`src/hdl/cdr_defs.svh`:
```
`ifndef CDR_DEFS_SVH
`define CDR_DEFS_SVH

// adc sample width
`define CDR_NADC 8

// interleave factor, one phase detector lane per sample
`define CDR_NTI 4
`define CDR_NTI_LOG2 2

// phase interpolator code width and number of PI outputs
`define CDR_NPI 8
`define CDR_NOUT 2

// fractional bits carried below the phase estimate
`define CDR_EST_SHIFT 12

// kp, ki and kr are plain left-shift amounts
`define CDR_GAIN_W 4

// loop stays frozen this many cycles after reset release
`define CDR_HOLD_CYCLES 32

`endif
```
`src/hdl/cdr_pkg.sv`:
```
`default_nettype none

`include "cdr_defs.svh"

package cdr_pkg;

    // raw signed adc sample
    typedef logic signed [`CDR_NADC-1:0] adc_sample_t;

    // one lane's mueller-muller term, one bit of growth
    typedef logic signed [`CDR_NADC:0] lane_err_t;

    // combined phase error after scaling and offset
    typedef logic signed [`CDR_NADC+1:0] pd_err_t;

    // estimator word, phase error width plus fractional bits
    typedef logic signed [`CDR_NADC+1+`CDR_EST_SHIFT:0] est_t;

    // phase interpolator code
    typedef logic [`CDR_NPI-1:0] pi_code_t;

    // snapshot sampler states
    typedef enum logic [1:0] {
        SAMPLE,
        WAIT,
        READY
    } sampler_state_t;

endpackage

`default_nettype wire

```
`src/hdl/cdr_top.sv`:
```
`timescale 1ns/1ps
`default_nettype none

`include "cdr_defs.svh"

module cdr_top (
    input  wire logic                    clk,
    input  wire logic                    ext_rstb,
    input  wire cdr_pkg::adc_sample_t    din_i [`CDR_NTI-1:0],
    input  wire cdr_pkg::pd_err_t        pd_offset_i,
    input  wire logic                    invert_i,
    input  wire logic                    ramp_clock_i,
    input  wire logic [`CDR_GAIN_W-1:0]  kp_i,
    input  wire logic [`CDR_GAIN_W-1:0]  ki_i,
    input  wire logic [`CDR_GAIN_W-1:0]  kr_i,
    input  wire logic                    en_freq_est_i,
    input  wire logic                    en_ramp_est_i,
    input  wire logic                    en_ext_pi_ctl_i,
    input  wire cdr_pkg::pi_code_t       ext_pi_ctl_i,
    input  wire logic                    sample_state_i,
    output cdr_pkg::pd_err_t             phase_est_o,
    output cdr_pkg::est_t                freq_est_o,
    output cdr_pkg::est_t                ramp_est_o,
    output cdr_pkg::pi_code_t            pi_ctl_o [`CDR_NOUT-1:0],
    output logic                         freq_lvl_cross_o,
    output logic                         wait_on_reset_b_o
);

    cdr_pkg::adc_sample_t cur     [`CDR_NTI-1:0];
    cdr_pkg::adc_sample_t prev_last;
    cdr_pkg::lane_err_t   lane_err [`CDR_NTI-1:0];
    cdr_pkg::pd_err_t     pd_err;

    adc_frame_reg frame_reg_i (
        .clk         (clk),
        .ext_rstb    (ext_rstb),
        .din_i       (din_i),
        .cur_o       (cur),
        .prev_last_o (prev_last)
    );

    // lane 0 takes its predecessor from the previous frame
    for (genvar k = 0; k < `CDR_NTI; k++) begin : g_lane
        if (k == 0) begin : g_first
            mm_lane_pd lane_i (
                .clk      (clk),
                .ext_rstb (ext_rstb),
                .cur_i    (cur[k]),
                .prev_i   (prev_last),
                .err_o    (lane_err[k])
            );
        end else begin : g_rest
            mm_lane_pd lane_i (
                .clk      (clk),
                .ext_rstb (ext_rstb),
                .cur_i    (cur[k]),
                .prev_i   (cur[k-1]),
                .err_o    (lane_err[k])
            );
        end
    end

    mm_pd_combine combine_i (
        .clk         (clk),
        .ext_rstb    (ext_rstb),
        .lane_err_i  (lane_err),
        .pd_offset_i (pd_offset_i),
        .invert_i    (invert_i),
        .pd_err_o    (pd_err)
    );

    mm_cdr cdr_i (
        .clk               (clk),
        .ext_rstb          (ext_rstb),
        .pd_err_i          (pd_err),
        .ramp_clock_i      (ramp_clock_i),
        .kp_i              (kp_i),
        .ki_i              (ki_i),
        .kr_i              (kr_i),
        .en_freq_est_i     (en_freq_est_i),
        .en_ramp_est_i     (en_ramp_est_i),
        .en_ext_pi_ctl_i   (en_ext_pi_ctl_i),
        .ext_pi_ctl_i      (ext_pi_ctl_i),
        .sample_state_i    (sample_state_i),
        .phase_est_o       (phase_est_o),
        .freq_est_o        (freq_est_o),
        .ramp_est_o        (ramp_est_o),
        .pi_ctl_o          (pi_ctl_o),
        .freq_lvl_cross_o  (freq_lvl_cross_o),
        .wait_on_reset_b_o (wait_on_reset_b_o)
    );

endmodule

`default_nettype wire

```
`src/hdl/mm_cdr.sv`:
```
`timescale 1ns/1ps
`default_nettype none

`include "cdr_defs.svh"

module mm_cdr (
    input  wire logic                    clk,
    input  wire logic                    ext_rstb,
    input  wire cdr_pkg::pd_err_t        pd_err_i,
    input  wire logic                    ramp_clock_i,
    input  wire logic [`CDR_GAIN_W-1:0]  kp_i,
    input  wire logic [`CDR_GAIN_W-1:0]  ki_i,
    input  wire logic [`CDR_GAIN_W-1:0]  kr_i,
    input  wire logic                    en_freq_est_i,
    input  wire logic                    en_ramp_est_i,
    input  wire logic                    en_ext_pi_ctl_i,
    input  wire cdr_pkg::pi_code_t       ext_pi_ctl_i,
    input  wire logic                    sample_state_i,
    output cdr_pkg::pd_err_t             phase_est_o,
    output cdr_pkg::est_t                freq_est_o,
    output cdr_pkg::est_t                ramp_est_o,
    output cdr_pkg::pi_code_t            pi_ctl_o [`CDR_NOUT-1:0],
    output logic                         freq_lvl_cross_o,
    output logic                         wait_on_reset_b_o
);

    localparam int EST_W  = `CDR_NADC + 2 + `CDR_EST_SHIFT;
    localparam int HOLD_W = $clog2(`CDR_HOLD_CYCLES);
    localparam logic [HOLD_W-1:0] HOLD_LAST = HOLD_W'(`CDR_HOLD_CYCLES - 1);

    logic [HOLD_W-1:0] hold_cnt_q;

    logic ramp_clock_ff;
    logic ramp_clock_sync;

    cdr_pkg::pd_err_t phase_error;
    cdr_pkg::est_t    err_ext;
    cdr_pkg::est_t    err_kr;

    cdr_pkg::est_t phase_est_q;
    cdr_pkg::est_t phase_est_d;
    cdr_pkg::est_t freq_est_q;
    cdr_pkg::est_t freq_est_d;
    cdr_pkg::est_t freq_update;
    cdr_pkg::est_t prev_freq_update_q;
    cdr_pkg::est_t ramp_pls_q;
    cdr_pkg::est_t ramp_pls_upd;
    cdr_pkg::est_t ramp_pls_d;
    cdr_pkg::est_t ramp_neg_q;
    cdr_pkg::est_t ramp_neg_upd;
    cdr_pkg::est_t ramp_neg_d;

    // one extra bit so the difference of two updates cannot wrap
    logic signed [EST_W:0] freq_diff;

    cdr_pkg::pd_err_t       phase_est_out;
    cdr_pkg::pi_code_t      pi_code;
    cdr_pkg::sampler_state_t sampler_state;

    // hold counter, wait flag rises on the last hold edge and then sticks
    always_ff @(posedge clk or negedge ext_rstb) begin
        if (!ext_rstb) begin
            hold_cnt_q        <= '0;
            wait_on_reset_b_o <= 1'b0;
        end else begin
            if (hold_cnt_q != HOLD_LAST) begin
                hold_cnt_q <= hold_cnt_q + 1'b1;
            end
            wait_on_reset_b_o <= (hold_cnt_q == HOLD_LAST);
        end
    end

    always_comb begin
        phase_error = wait_on_reset_b_o ? pd_err_i : '0;
        err_ext     = cdr_pkg::est_t'(phase_error);
        err_kr      = err_ext <<< kr_i;

        // ramp halves integrate on the raw ramp clock level
        ramp_pls_upd = ramp_pls_q + (ramp_clock_i ? err_kr : '0);
        ramp_neg_upd = ramp_neg_q + (ramp_clock_i ? '0 : err_kr);
        ramp_pls_d   = en_ramp_est_i ? ramp_pls_upd : '0;
        ramp_neg_d   = en_ramp_est_i ? ramp_neg_upd : '0;

        // frequency path sees the synchronized ramp clock
        freq_update = (err_ext <<< ki_i) + (ramp_clock_sync ? ramp_pls_q : -ramp_neg_q);
        freq_est_d  = freq_est_q + (en_freq_est_i ? freq_update : '0);
        freq_diff   = {freq_update[EST_W-1], freq_update}
                    - {prev_freq_update_q[EST_W-1], prev_freq_update_q};

        phase_est_d = phase_est_q + (err_ext <<< kp_i) + freq_est_q;

        // integer part of the phase estimate
        phase_est_out = cdr_pkg::pd_err_t'(phase_est_q >>> `CDR_EST_SHIFT);
        pi_code       = cdr_pkg::pi_code_t'(phase_est_out);
    end

    always_ff @(posedge clk or negedge ext_rstb) begin
        if (!ext_rstb) begin
            phase_est_q        <= '0;
            freq_est_q         <= '0;
            prev_freq_update_q <= '0;
            ramp_pls_q         <= '0;
            ramp_neg_q         <= '0;
            ramp_clock_ff      <= 1'b0;
            ramp_clock_sync    <= 1'b0;
        end else begin
            phase_est_q        <= wait_on_reset_b_o ? phase_est_d : '0;
            freq_est_q         <= wait_on_reset_b_o ? freq_est_d : '0;
            prev_freq_update_q <= wait_on_reset_b_o ? freq_update : '0;
            ramp_pls_q         <= wait_on_reset_b_o ? ramp_pls_d : '0;
            ramp_neg_q         <= wait_on_reset_b_o ? ramp_neg_d : '0;
            ramp_clock_ff      <= ramp_clock_i;
            ramp_clock_sync    <= ramp_clock_ff;
        end
    end

    // all PI outputs carry the same code
    always_comb begin
        for (int i = 0; i < `CDR_NOUT; i++) begin
            pi_ctl_o[i] = en_ext_pi_ctl_i ? ext_pi_ctl_i : pi_code;
        end
    end

    // snapshot FSM, needs the request low then high before each capture
    always_ff @(posedge clk or negedge ext_rstb) begin
        if (!ext_rstb) begin
            phase_est_o   <= '0;
            freq_est_o    <= '0;
            ramp_est_o    <= '0;
            sampler_state <= cdr_pkg::WAIT;
        end else begin
            case (sampler_state)
                cdr_pkg::SAMPLE: begin
                    phase_est_o   <= phase_est_out;
                    freq_est_o    <= freq_update;
                    ramp_est_o    <= ramp_clock_i ? ramp_pls_upd : ramp_neg_upd;
                    sampler_state <= cdr_pkg::WAIT;
                end
                cdr_pkg::WAIT: begin
                    sampler_state <= sample_state_i ? cdr_pkg::WAIT : cdr_pkg::READY;
                end
                cdr_pkg::READY: begin
                    sampler_state <= sample_state_i ? cdr_pkg::SAMPLE : cdr_pkg::READY;
                end
                default: begin
                    sampler_state <= cdr_pkg::WAIT;
                end
            endcase
        end
    end

    // rising frequency update flag
    always_ff @(posedge clk or negedge ext_rstb) begin
        if (!ext_rstb) begin
            freq_lvl_cross_o <= 1'b0;
        end else begin
            freq_lvl_cross_o <= (freq_diff > 0);
        end
    end

    a_sampler_legal: assert property (@(posedge clk) disable iff (!ext_rstb)
        sampler_state inside {cdr_pkg::SAMPLE, cdr_pkg::WAIT, cdr_pkg::READY});

    a_wait_sticky: assert property (@(posedge clk) disable iff (!ext_rstb)
        wait_on_reset_b_o |=> wait_on_reset_b_o);

endmodule

`default_nettype wire

```
`src/hdl/mm_pd_combine.sv`:
```
`timescale 1ns/1ps
`default_nettype none

`include "cdr_defs.svh"

module mm_pd_combine (
    input  wire logic                 clk,
    input  wire logic                 ext_rstb,
    input  wire cdr_pkg::lane_err_t   lane_err_i [`CDR_NTI-1:0],
    input  wire cdr_pkg::pd_err_t     pd_offset_i,
    input  wire logic                 invert_i,
    output cdr_pkg::pd_err_t          pd_err_o
);

    localparam int SUM_W = `CDR_NADC + 1 + `CDR_NTI_LOG2;
    localparam int TOT_W = SUM_W + 1;
    localparam int PD_W  = `CDR_NADC + 2;
    // symmetric limit, so the polarity flip after saturation cannot wrap
    localparam int PD_MAX = 2 ** (PD_W - 1) - 1;

    logic signed [SUM_W-1:0] lane_sum;
    logic signed [SUM_W-1:0] lane_avg;
    logic signed [TOT_W-1:0] total;
    cdr_pkg::pd_err_t        sat;
    cdr_pkg::pd_err_t        err_d;

    always_comb begin
        lane_sum = '0;
        for (int i = 0; i < `CDR_NTI; i++) begin
            lane_sum = lane_sum + lane_err_i[i];
        end
        // divide by the lane count
        lane_avg = lane_sum >>> `CDR_NTI_LOG2;
        total    = lane_avg + pd_offset_i;

        if (total > PD_MAX) begin
            sat = cdr_pkg::pd_err_t'(PD_MAX);
        end else if (total < -PD_MAX) begin
            sat = cdr_pkg::pd_err_t'(-PD_MAX);
        end else begin
            sat = total[PD_W-1:0];
        end

        err_d = invert_i ? -sat : sat;
    end

    always_ff @(posedge clk or negedge ext_rstb) begin
        if (!ext_rstb) begin
            pd_err_o <= '0;
        end else begin
            pd_err_o <= err_d;
        end
    end

    // the most negative code must never reach the loop filter
    a_pd_sat: assert property (@(posedge clk) disable iff (!ext_rstb)
        (pd_err_o <= PD_MAX) && (pd_err_o >= -PD_MAX));

endmodule

`default_nettype wire

```
`src/hdl/mm_lane_pd.sv`:
```
`timescale 1ns/1ps
`default_nettype none

`include "cdr_defs.svh"

module mm_lane_pd (
    input  wire logic                  clk,
    input  wire logic                  ext_rstb,
    input  wire cdr_pkg::adc_sample_t  cur_i,
    input  wire cdr_pkg::adc_sample_t  prev_i,
    output cdr_pkg::lane_err_t         err_o
);

    localparam int MAX_MAG = 2 ** (`CDR_NADC - 1);

    // one bit wider so that negating the most negative sample fits
    cdr_pkg::lane_err_t cur_x;
    cdr_pkg::lane_err_t prev_x;
    cdr_pkg::lane_err_t term_a;
    cdr_pkg::lane_err_t term_b;
    cdr_pkg::lane_err_t err_d;

    // err = cur * sgn(prev) - prev * sgn(cur), sign of zero is +1
    always_comb begin
        cur_x  = cdr_pkg::lane_err_t'(cur_i);
        prev_x = cdr_pkg::lane_err_t'(prev_i);
        term_a = prev_i[`CDR_NADC-1] ? -cur_x : cur_x;
        term_b = cur_i[`CDR_NADC-1] ? -prev_x : prev_x;
        err_d  = term_a - term_b;
    end

    always_ff @(posedge clk or negedge ext_rstb) begin
        if (!ext_rstb) begin
            err_o <= '0;
        end else begin
            err_o <= err_d;
        end
    end

    function automatic int mag(input int v);
        return (v < 0) ? -v : v;
    endfunction

    // registered term is bounded by the sample pair one cycle earlier,
    // and so never more than twice the largest sample magnitude
    a_err_bound: assert property (@(posedge clk) disable iff (!ext_rstb)
        (mag(int'(err_o)) <= mag(int'($past(cur_i))) + mag(int'($past(prev_i))))
        && (mag(int'(err_o)) <= 2 * MAX_MAG));

endmodule

`default_nettype wire

```
`src/hdl/adc_frame_reg.sv`:
```
`timescale 1ns/1ps
`default_nettype none

`include "cdr_defs.svh"

module adc_frame_reg (
    input  wire logic                  clk,
    input  wire logic                  ext_rstb,
    input  wire cdr_pkg::adc_sample_t  din_i [`CDR_NTI-1:0],
    output cdr_pkg::adc_sample_t       cur_o [`CDR_NTI-1:0],
    output cdr_pkg::adc_sample_t       prev_last_o
);

    // the frame is captured every cycle, there is no valid qualifier.
    // prev_last_o holds the newest sample of the frame before cur_o,
    // which is what lane 0 needs as its predecessor
    always_ff @(posedge clk or negedge ext_rstb) begin
        if (!ext_rstb) begin
            for (int i = 0; i < `CDR_NTI; i++) begin
                cur_o[i] <= '0;
            end
            prev_last_o <= '0;
        end else begin
            for (int i = 0; i < `CDR_NTI; i++) begin
                cur_o[i] <= din_i[i];
            end
            // last index is the latest sample in time
            prev_last_o <= cur_o[`CDR_NTI-1];
        end
    end

endmodule

`default_nettype wire

```
`config.mk`:
```
export PLATFORM = sky130hd
export DESIGN_NAME = cdr_top
export DESIGN_NICKNAME = d
export VERILOG_FILES = /design/src/hdl/cdr_pkg.sv /design/src/hdl/cdr_top.sv /design/src/hdl/mm_cdr.sv /design/src/hdl/mm_pd_combine.sv /design/src/hdl/mm_lane_pd.sv /design/src/hdl/adc_frame_reg.sv
export VERILOG_INCLUDE_DIRS = /design/src /design/src/hdl
export SDC_FILE = /design/constraint.sdc
export NUM_CORES = 1
export LEC_CHECK = 0
export BUFFER_PORTS_ARGS = -buffer_cell sky130_fd_sc_hd__buf_2
export CORE_MARGIN = 2
export CORE_UTILIZATION = 40
export DETAILED_ROUTE_END_ITERATION = 8
export PLACE_DENSITY = 0.61
export SYNTH_ARGS = -nofsm -noshare
export SYNTH_HDL_FRONTEND = slang
export SYNTH_SLANG_ARGS = --single-unit
export TNS_END_PERCENT = 1
```
`constraint.sdc`:
```
create_clock -name clk -period 15.2 [get_ports clk]
set_clock_uncertainty 0.05 [all_clocks]
set_input_delay 0.76 -clock clk [delete_from_list [all_inputs] [get_ports clk]]
set_output_delay 0.76 -clock clk [all_outputs]
set_load 0.02 [all_outputs]
```
# Word-level counts from Yosys, hierarchy flattened
# Cells that the tools add are included.
# word_totals
regBits	261
inputBits	70
out_inout_bits	72
elab_cells	86
# classes
n_addsub	23
magnitude_cmp	3
n_eq_ne	4
shifts	3
muxes	28
reduce_logical	1
# op_table
op	n
$mux W22	12
$add A22 B22 Y22	6
$mux W9	8
$sshl A10 B4 Y22	3
$neg A8 Y9	5
$mux W10	4
$sub A9 B9 Y9	4
$gt A23 B1 Y1 const B	1
$sub A22 B22 Y23	1
$neg A22 Y22	1
$add A10 B9 Y11	1
$add A11 B9 Y11	1
$add A9 B10 Y11	1
$gt A11 B10 Y1 const B	1
$lt A11 B10 Y1 const B	1
$add A9 B9 Y10	1
$neg A10 Y10	1
$mux W8	1
$add A5 B1 Y5 const B	1
$eq A5 B5 Y1 const B	1
$ne A5 B5 Y1 const B	1
$mux W2	2
$pmux W2 S2	1
$eq A2 B1 Y1 const B	1
2 further kinds	2

# Longest topological paths before layout
# depth
ltp_word	9
mapped_depth	28
depth_no_buf	28

# Modules after synthesis
# From an unflattened synthesis, not the netlist that was laid out.
# unflattened
hier_cells	2529
area_unflattened_um2	22117.5
# modules_own_cells
module	instances	cells_each	area_each_um2	seq_area_each_um2
mm_cdr	1	1804	15320.9	4380.5
mm_lane_pd	4	106	913.4	225.2
mm_pd_combine	1	261	2142.1	250.2
adc_frame_reg	1	40	1001.0	1001.0

# Least setup slack after synthesis
# No wires, ideal clock.
# synth_path
path_type	reg-to-reg
start	register g_lane[0].g_first.lane_i.err_o[2]
end	register combine_i.pd_err_o[8]
setup_ps	67
t_arrival_ps	5863
t_required_ps	15083
path_slack_ps	9219
stages_incl_launch_ff	28
path_buffers	0
period_less_slack_ps	5981
cell_sequence	dfrtp_1 -> inv_1 -> fa_1 -> inv_1 -> fa_1 -> ha_1 -> and4b_1 -> o21ai_0 -> a21boi_0 -> o21ai_0 -> nand2_1 -> a21o_1 -> nand2_1 -> nor2b_1 -> xnor2_1 -> ha_1 -> or2_2 -> a21o_1 -> o21ai_1 -> xnor2_1 -> or3_1 -> a21oi_2 -> or3_1 -> inv_1 -> ha_1 -> or4b_2 -> o21ai_0 -> a311o_1
# synth_via
elab_chain_cells	9
elab_cells_between_ends	10
classes_between	add/sub: 5; order compare: 2; mux: 3
# synth_lines
item	line	text
start: declaration	mm_lane_pd.sv:11	output cdr_pkg::lane_err_t err_o
start signal: assignment	mm_lane_pd.sv:36	err_o <= err_d;
$add A9 B9 Y10 *	mm_pd_combine.sv:30	lane_sum = lane_sum + lane_err_i[i];
$add A10 B9 Y11 *	mm_pd_combine.sv:30	
$add A11 B9 Y11 *	mm_pd_combine.sv:30	
$add A9 B10 Y11 *	mm_pd_combine.sv:34	total = lane_avg + pd_offset_i;
$lt A11 B10 Y1	mm_pd_combine.sv:38	end else if (total < -PD_MAX) begin
$mux W10	mm_pd_combine.sv:38	
$mux W10 *	mm_pd_combine.sv:36	if (total > PD_MAX) begin
$neg A10 Y10	mm_pd_combine.sv:44	err_d = invert_i ? -sat : sat;
$mux W10 *	mm_pd_combine.sv:44	
net combine_i.err_d[8]	mm_pd_combine.sv:25	cdr_pkg::pd_err_t err_d;
end signal: assignment	mm_pd_combine.sv:51	pd_err_o <= err_d;
end: declaration	mm_pd_combine.sv:12	output cdr_pkg::pd_err_t pd_err_o
# Mark *: on every way through the listed nets, which the timed path passes. The rest lies on a longest branch.
# A chain may end at the register's enable or synchronous reset.

# Worst setup path after layout
# layout_path
start	register cdr_i.wait_on_reset_b_o
end	register cdr_i.freq_lvl_cross_o
# layout_via
elab_chain_cells	5
# layout_lines
item	line	text
start: declaration	mm_cdr.sv:24	output logic wait_on_reset_b_o
start signal: assignment	mm_cdr.sv:69	wait_on_reset_b_o <= (hold_cnt_q == HOLD_LAST);
$mux W10	mm_cdr.sv:74	phase_error = wait_on_reset_b_o ? pd_err_i : '0;
$sshl A10 B4 Y22	mm_cdr.sv:85	freq_update = (err_ext <<< ki_i) + (ramp_clock_sync ? ramp_pls_q : -ramp_neg_q);
$add A22 B22 Y22	mm_cdr.sv:85	
net cdr_i.freq_update[8]	mm_cdr.sv:44	cdr_pkg::est_t freq_update;
$sub A22 B22 Y23	mm_cdr.sv:88	- {prev_freq_update_q[EST_W-1], prev_freq_update_q};
$gt A23 B1 Y1	mm_cdr.sv:157	freq_lvl_cross_o <= (freq_diff > 0);
end signal: assignment	mm_cdr.sv:157	
end: declaration	mm_cdr.sv:23	output logic freq_lvl_cross_o,
# The timed path passes the listed nets, and every way through them passes these cells.

==> reports/results.tsv <==
metric	value	unit
antenna_found_initial	8	
relSlewSlack	0.271	
row_count	84	
whs	0.197	ns
first_global_vias	17100	
synth_top_area_frac	0.303	
clkSinkCount	261	
r2r_slack	8.29	ns
htree_levels	1	
clock_latency	0.59	ns
max_cap_violations	0	
ant_nets	0	
dpl.hpwl	43300	um
die_h	236	um
syn-num-nets	2747	
path_clk_slew	0.06	ns
synth_seq_cells	261	
nets	2831	
hold_buffers	0	
ys.flop_type	dfrtp_1	
yosysTopAreaCell	dfrtp_1	
reg2reg_depth	23	
drt-total-wl	55900	um
syn-cell-area	21500	sq um
synthArstFlopShare	1.00	
syn_area_per_cell	8.81	sq um
grt_max_degree	115	
start_kind	flop	
dr.pass1.iters	5	
final_common_cell	dfrtp_1	
wl_met1	24800	um
crit_required	15.60	ns
synth_edf_count	0	
cts_resized	0	
drtIter0Drc	975	
min_period	6.91	ns
critical_path.startpoint	cdr_i.wait_on_reset_b_o	
fill_cells	5181	
crit_fanout	114	
drive_gt1_frac	0.114	
grt_usage	0.200	
grt_pass1_wl	90500	um
die_w	236	um
routed-wl-met2	27000	um
gp_congestion	0.887	
period_share	0.454	
port_buffers	141	
start_util	0.406	
avgRoutedWirePerCell	17.3	um
hp-class	in2async	
status	completed	
utilization	0.450	
rsz0062_at_grt	no	
postCtsSetupRepairBufs	0	
reg2reg_to	cdr_i.freq_lvl_cross_o	
cts_root_buffer	clkbuf_16	
timing.fmax	145	MHz
cts_tree	done	
critPathArrivalTime	7.30	ns
ys_warn_count	0	
vias	17200	
synth_area_leaders	dfrtp_1, ha_1, xnor2_1	
crit_type	reg2reg	
ys_seq_area_frac	0.304	
clock_tree.buffer_depth	3	
tns	0	ns
hold_viol	0	
gr-total-overflow	0	
tightestPinTransition	1.09	ns
layout_common_cells	dfrtp_1, nor2_1, inv_1	
top_layer_used	met5	
synthCells	2437	
areaGrowthSynthToFinish	10.8	%
die_area	55600	sq um
drt-vias-per-instance	5.32	
numCtsBuffers	30	
core_area	52900	sq um
synth_cell_types	86	
wl_met3	2310	um
r2r_start	cdr_i.wait_on_reset_b_o	
drcViolationCount	0	
cp-end-kind	flop	
final-setup-viol-count	0	
ios	142	
drv_slew	0	
-- state kept, by name, indices dropped and copies added, names as in the netlist --
| name | cells |
|---|---|
| cdr_i.phase_est_q | 22 |
| cdr_i.hold_cnt_q | 5 |
| cdr_i.freq_est_o | 22 |
| cdr_i.ramp_clock_ff | 1 |
| cdr_i.freq_est_q | 22 |
| cdr_i.sampler_state | 2 |
| cdr_i.ramp_neg_q | 22 |
| g_lane.g_rest.lane_i.err_o | 27 |
| cdr_i.freq_lvl_cross_o | 1 |
| cdr_i.phase_est_o | 10 |
| combine_i.pd_err_o | 10 |
| cdr_i.prev_freq_update_q | 22 |
| cdr_i.ramp_est_o | 22 |
| cdr_i.ramp_clock_sync | 1 |
| frame_reg_i.cur_o | 32 |
| frame_reg_i.prev_last_o | 8 |
| cdr_i.wait_on_reset_b_o | 1 |
| cdr_i.ramp_pls_q | 22 |
| g_lane.g_first.lane_i.err_o | 9 |
-- cells in the mapped netlist (all sizes together) (23+ instances only) --
cell type	instances
nor2b	28
xnor2	125
inv	202
a21o	69
nand2	182
nand2b	42
nand3	27
ha	189
nor2	216
a211oi	23
nor3	47
xor2	87
mux2i	25
a31oi	25
clkbuf	80
and2	99
fa	51
o21ai	144
mux2	47
a21oi	162
or3	35
dfrtp	260
-- final cells by class --
cell class / count / area (sq um) / share of cell area
antenna: 6 / 15.0 / 0.000631
clock buffer: 38 / 832 / 0.0350
clock inverter: 18 / 239 / 0.0100
inverter: 204 / 766 / 0.0322
multi-input combinational: 1876 / 13800 / 0.579
sequential: 261 / 6530 / 0.275
tap: 688 / 861 / 0.0362
timing repair buffer: 148 / 768 / 0.0323
-- cell families after synthesis --
kind of cell	synth area share
AOI/OAI and AO/OA	0.171
xor gates and xnor gates	0.0868
adders and majority gates	0.158
buffers and inverters	0.0546
DFF	0.304
muxes	0.0510
and+or+nand+nor	0.174
-- metrics by stage --
stage | cell area, sq um | std cells | setup slack, ns
final | 23800 | 3239 | 8.29
after global routing | 23800 | 3237 | 7.61
after CTS | 23800 | 3233 | 8.29
after detailed placement | 22700 | 3177 | 8.32
after global placement | 22700 | 3177 | 8.47
after floorplan | 21500 | 2437 | 9.22
-- worst max-delay path: stages (launching register included) --
cell	delay (ns)
dfrtp_2	0.34
buf_4	0.74
nand2_1	0.37
or3_1	0.45
nor3_1	0.19
ha_1	0.22
inv_1	0.07
fa_1	0.46
nor2b_1	0.18
o2111ai_1	0.15
a21boi_0	0.39
o21a_1	0.17
nor2_1	0.05
xnor2_1	0.34
ha_1	0.36
a21o_1	0.22
a21o_1	0.19
a2111oi_1	0.63
o31a_1	0.24
o221ai_1	0.17
a211oi_1	0.26
a31oi_1	0.10
o311ai_1	0.27
o21ai_0	0.12
-- routing by layer --
metal,up-vias,track usage
met5,-,0
met4,6,0.0633
met3,97,0.0237
met2,354,0.347
met1,8170,0.259
li1,8603,-
-- worst max-delay path by stage --
stage | slack [ns] | end | cells past startpoint
final | 8.29 | cdr_i.freq_lvl_cross_o | 23
after global routing | 7.61 | cdr_i.freq_lvl_cross_o | 24
after CTS | 8.29 | cdr_i.freq_lvl_cross_o | 23
after detailed placement | 8.32 | cdr_i.freq_lvl_cross_o | 24
after global placement | 8.47 | cdr_i.freq_lvl_cross_o | 24
after floorplan | 9.22 | combine_i.pd_err_o[8] | 27
Power is not shown: default switching activity piles up to over one toggle a cycle in this logic, so the estimate is an artifact.
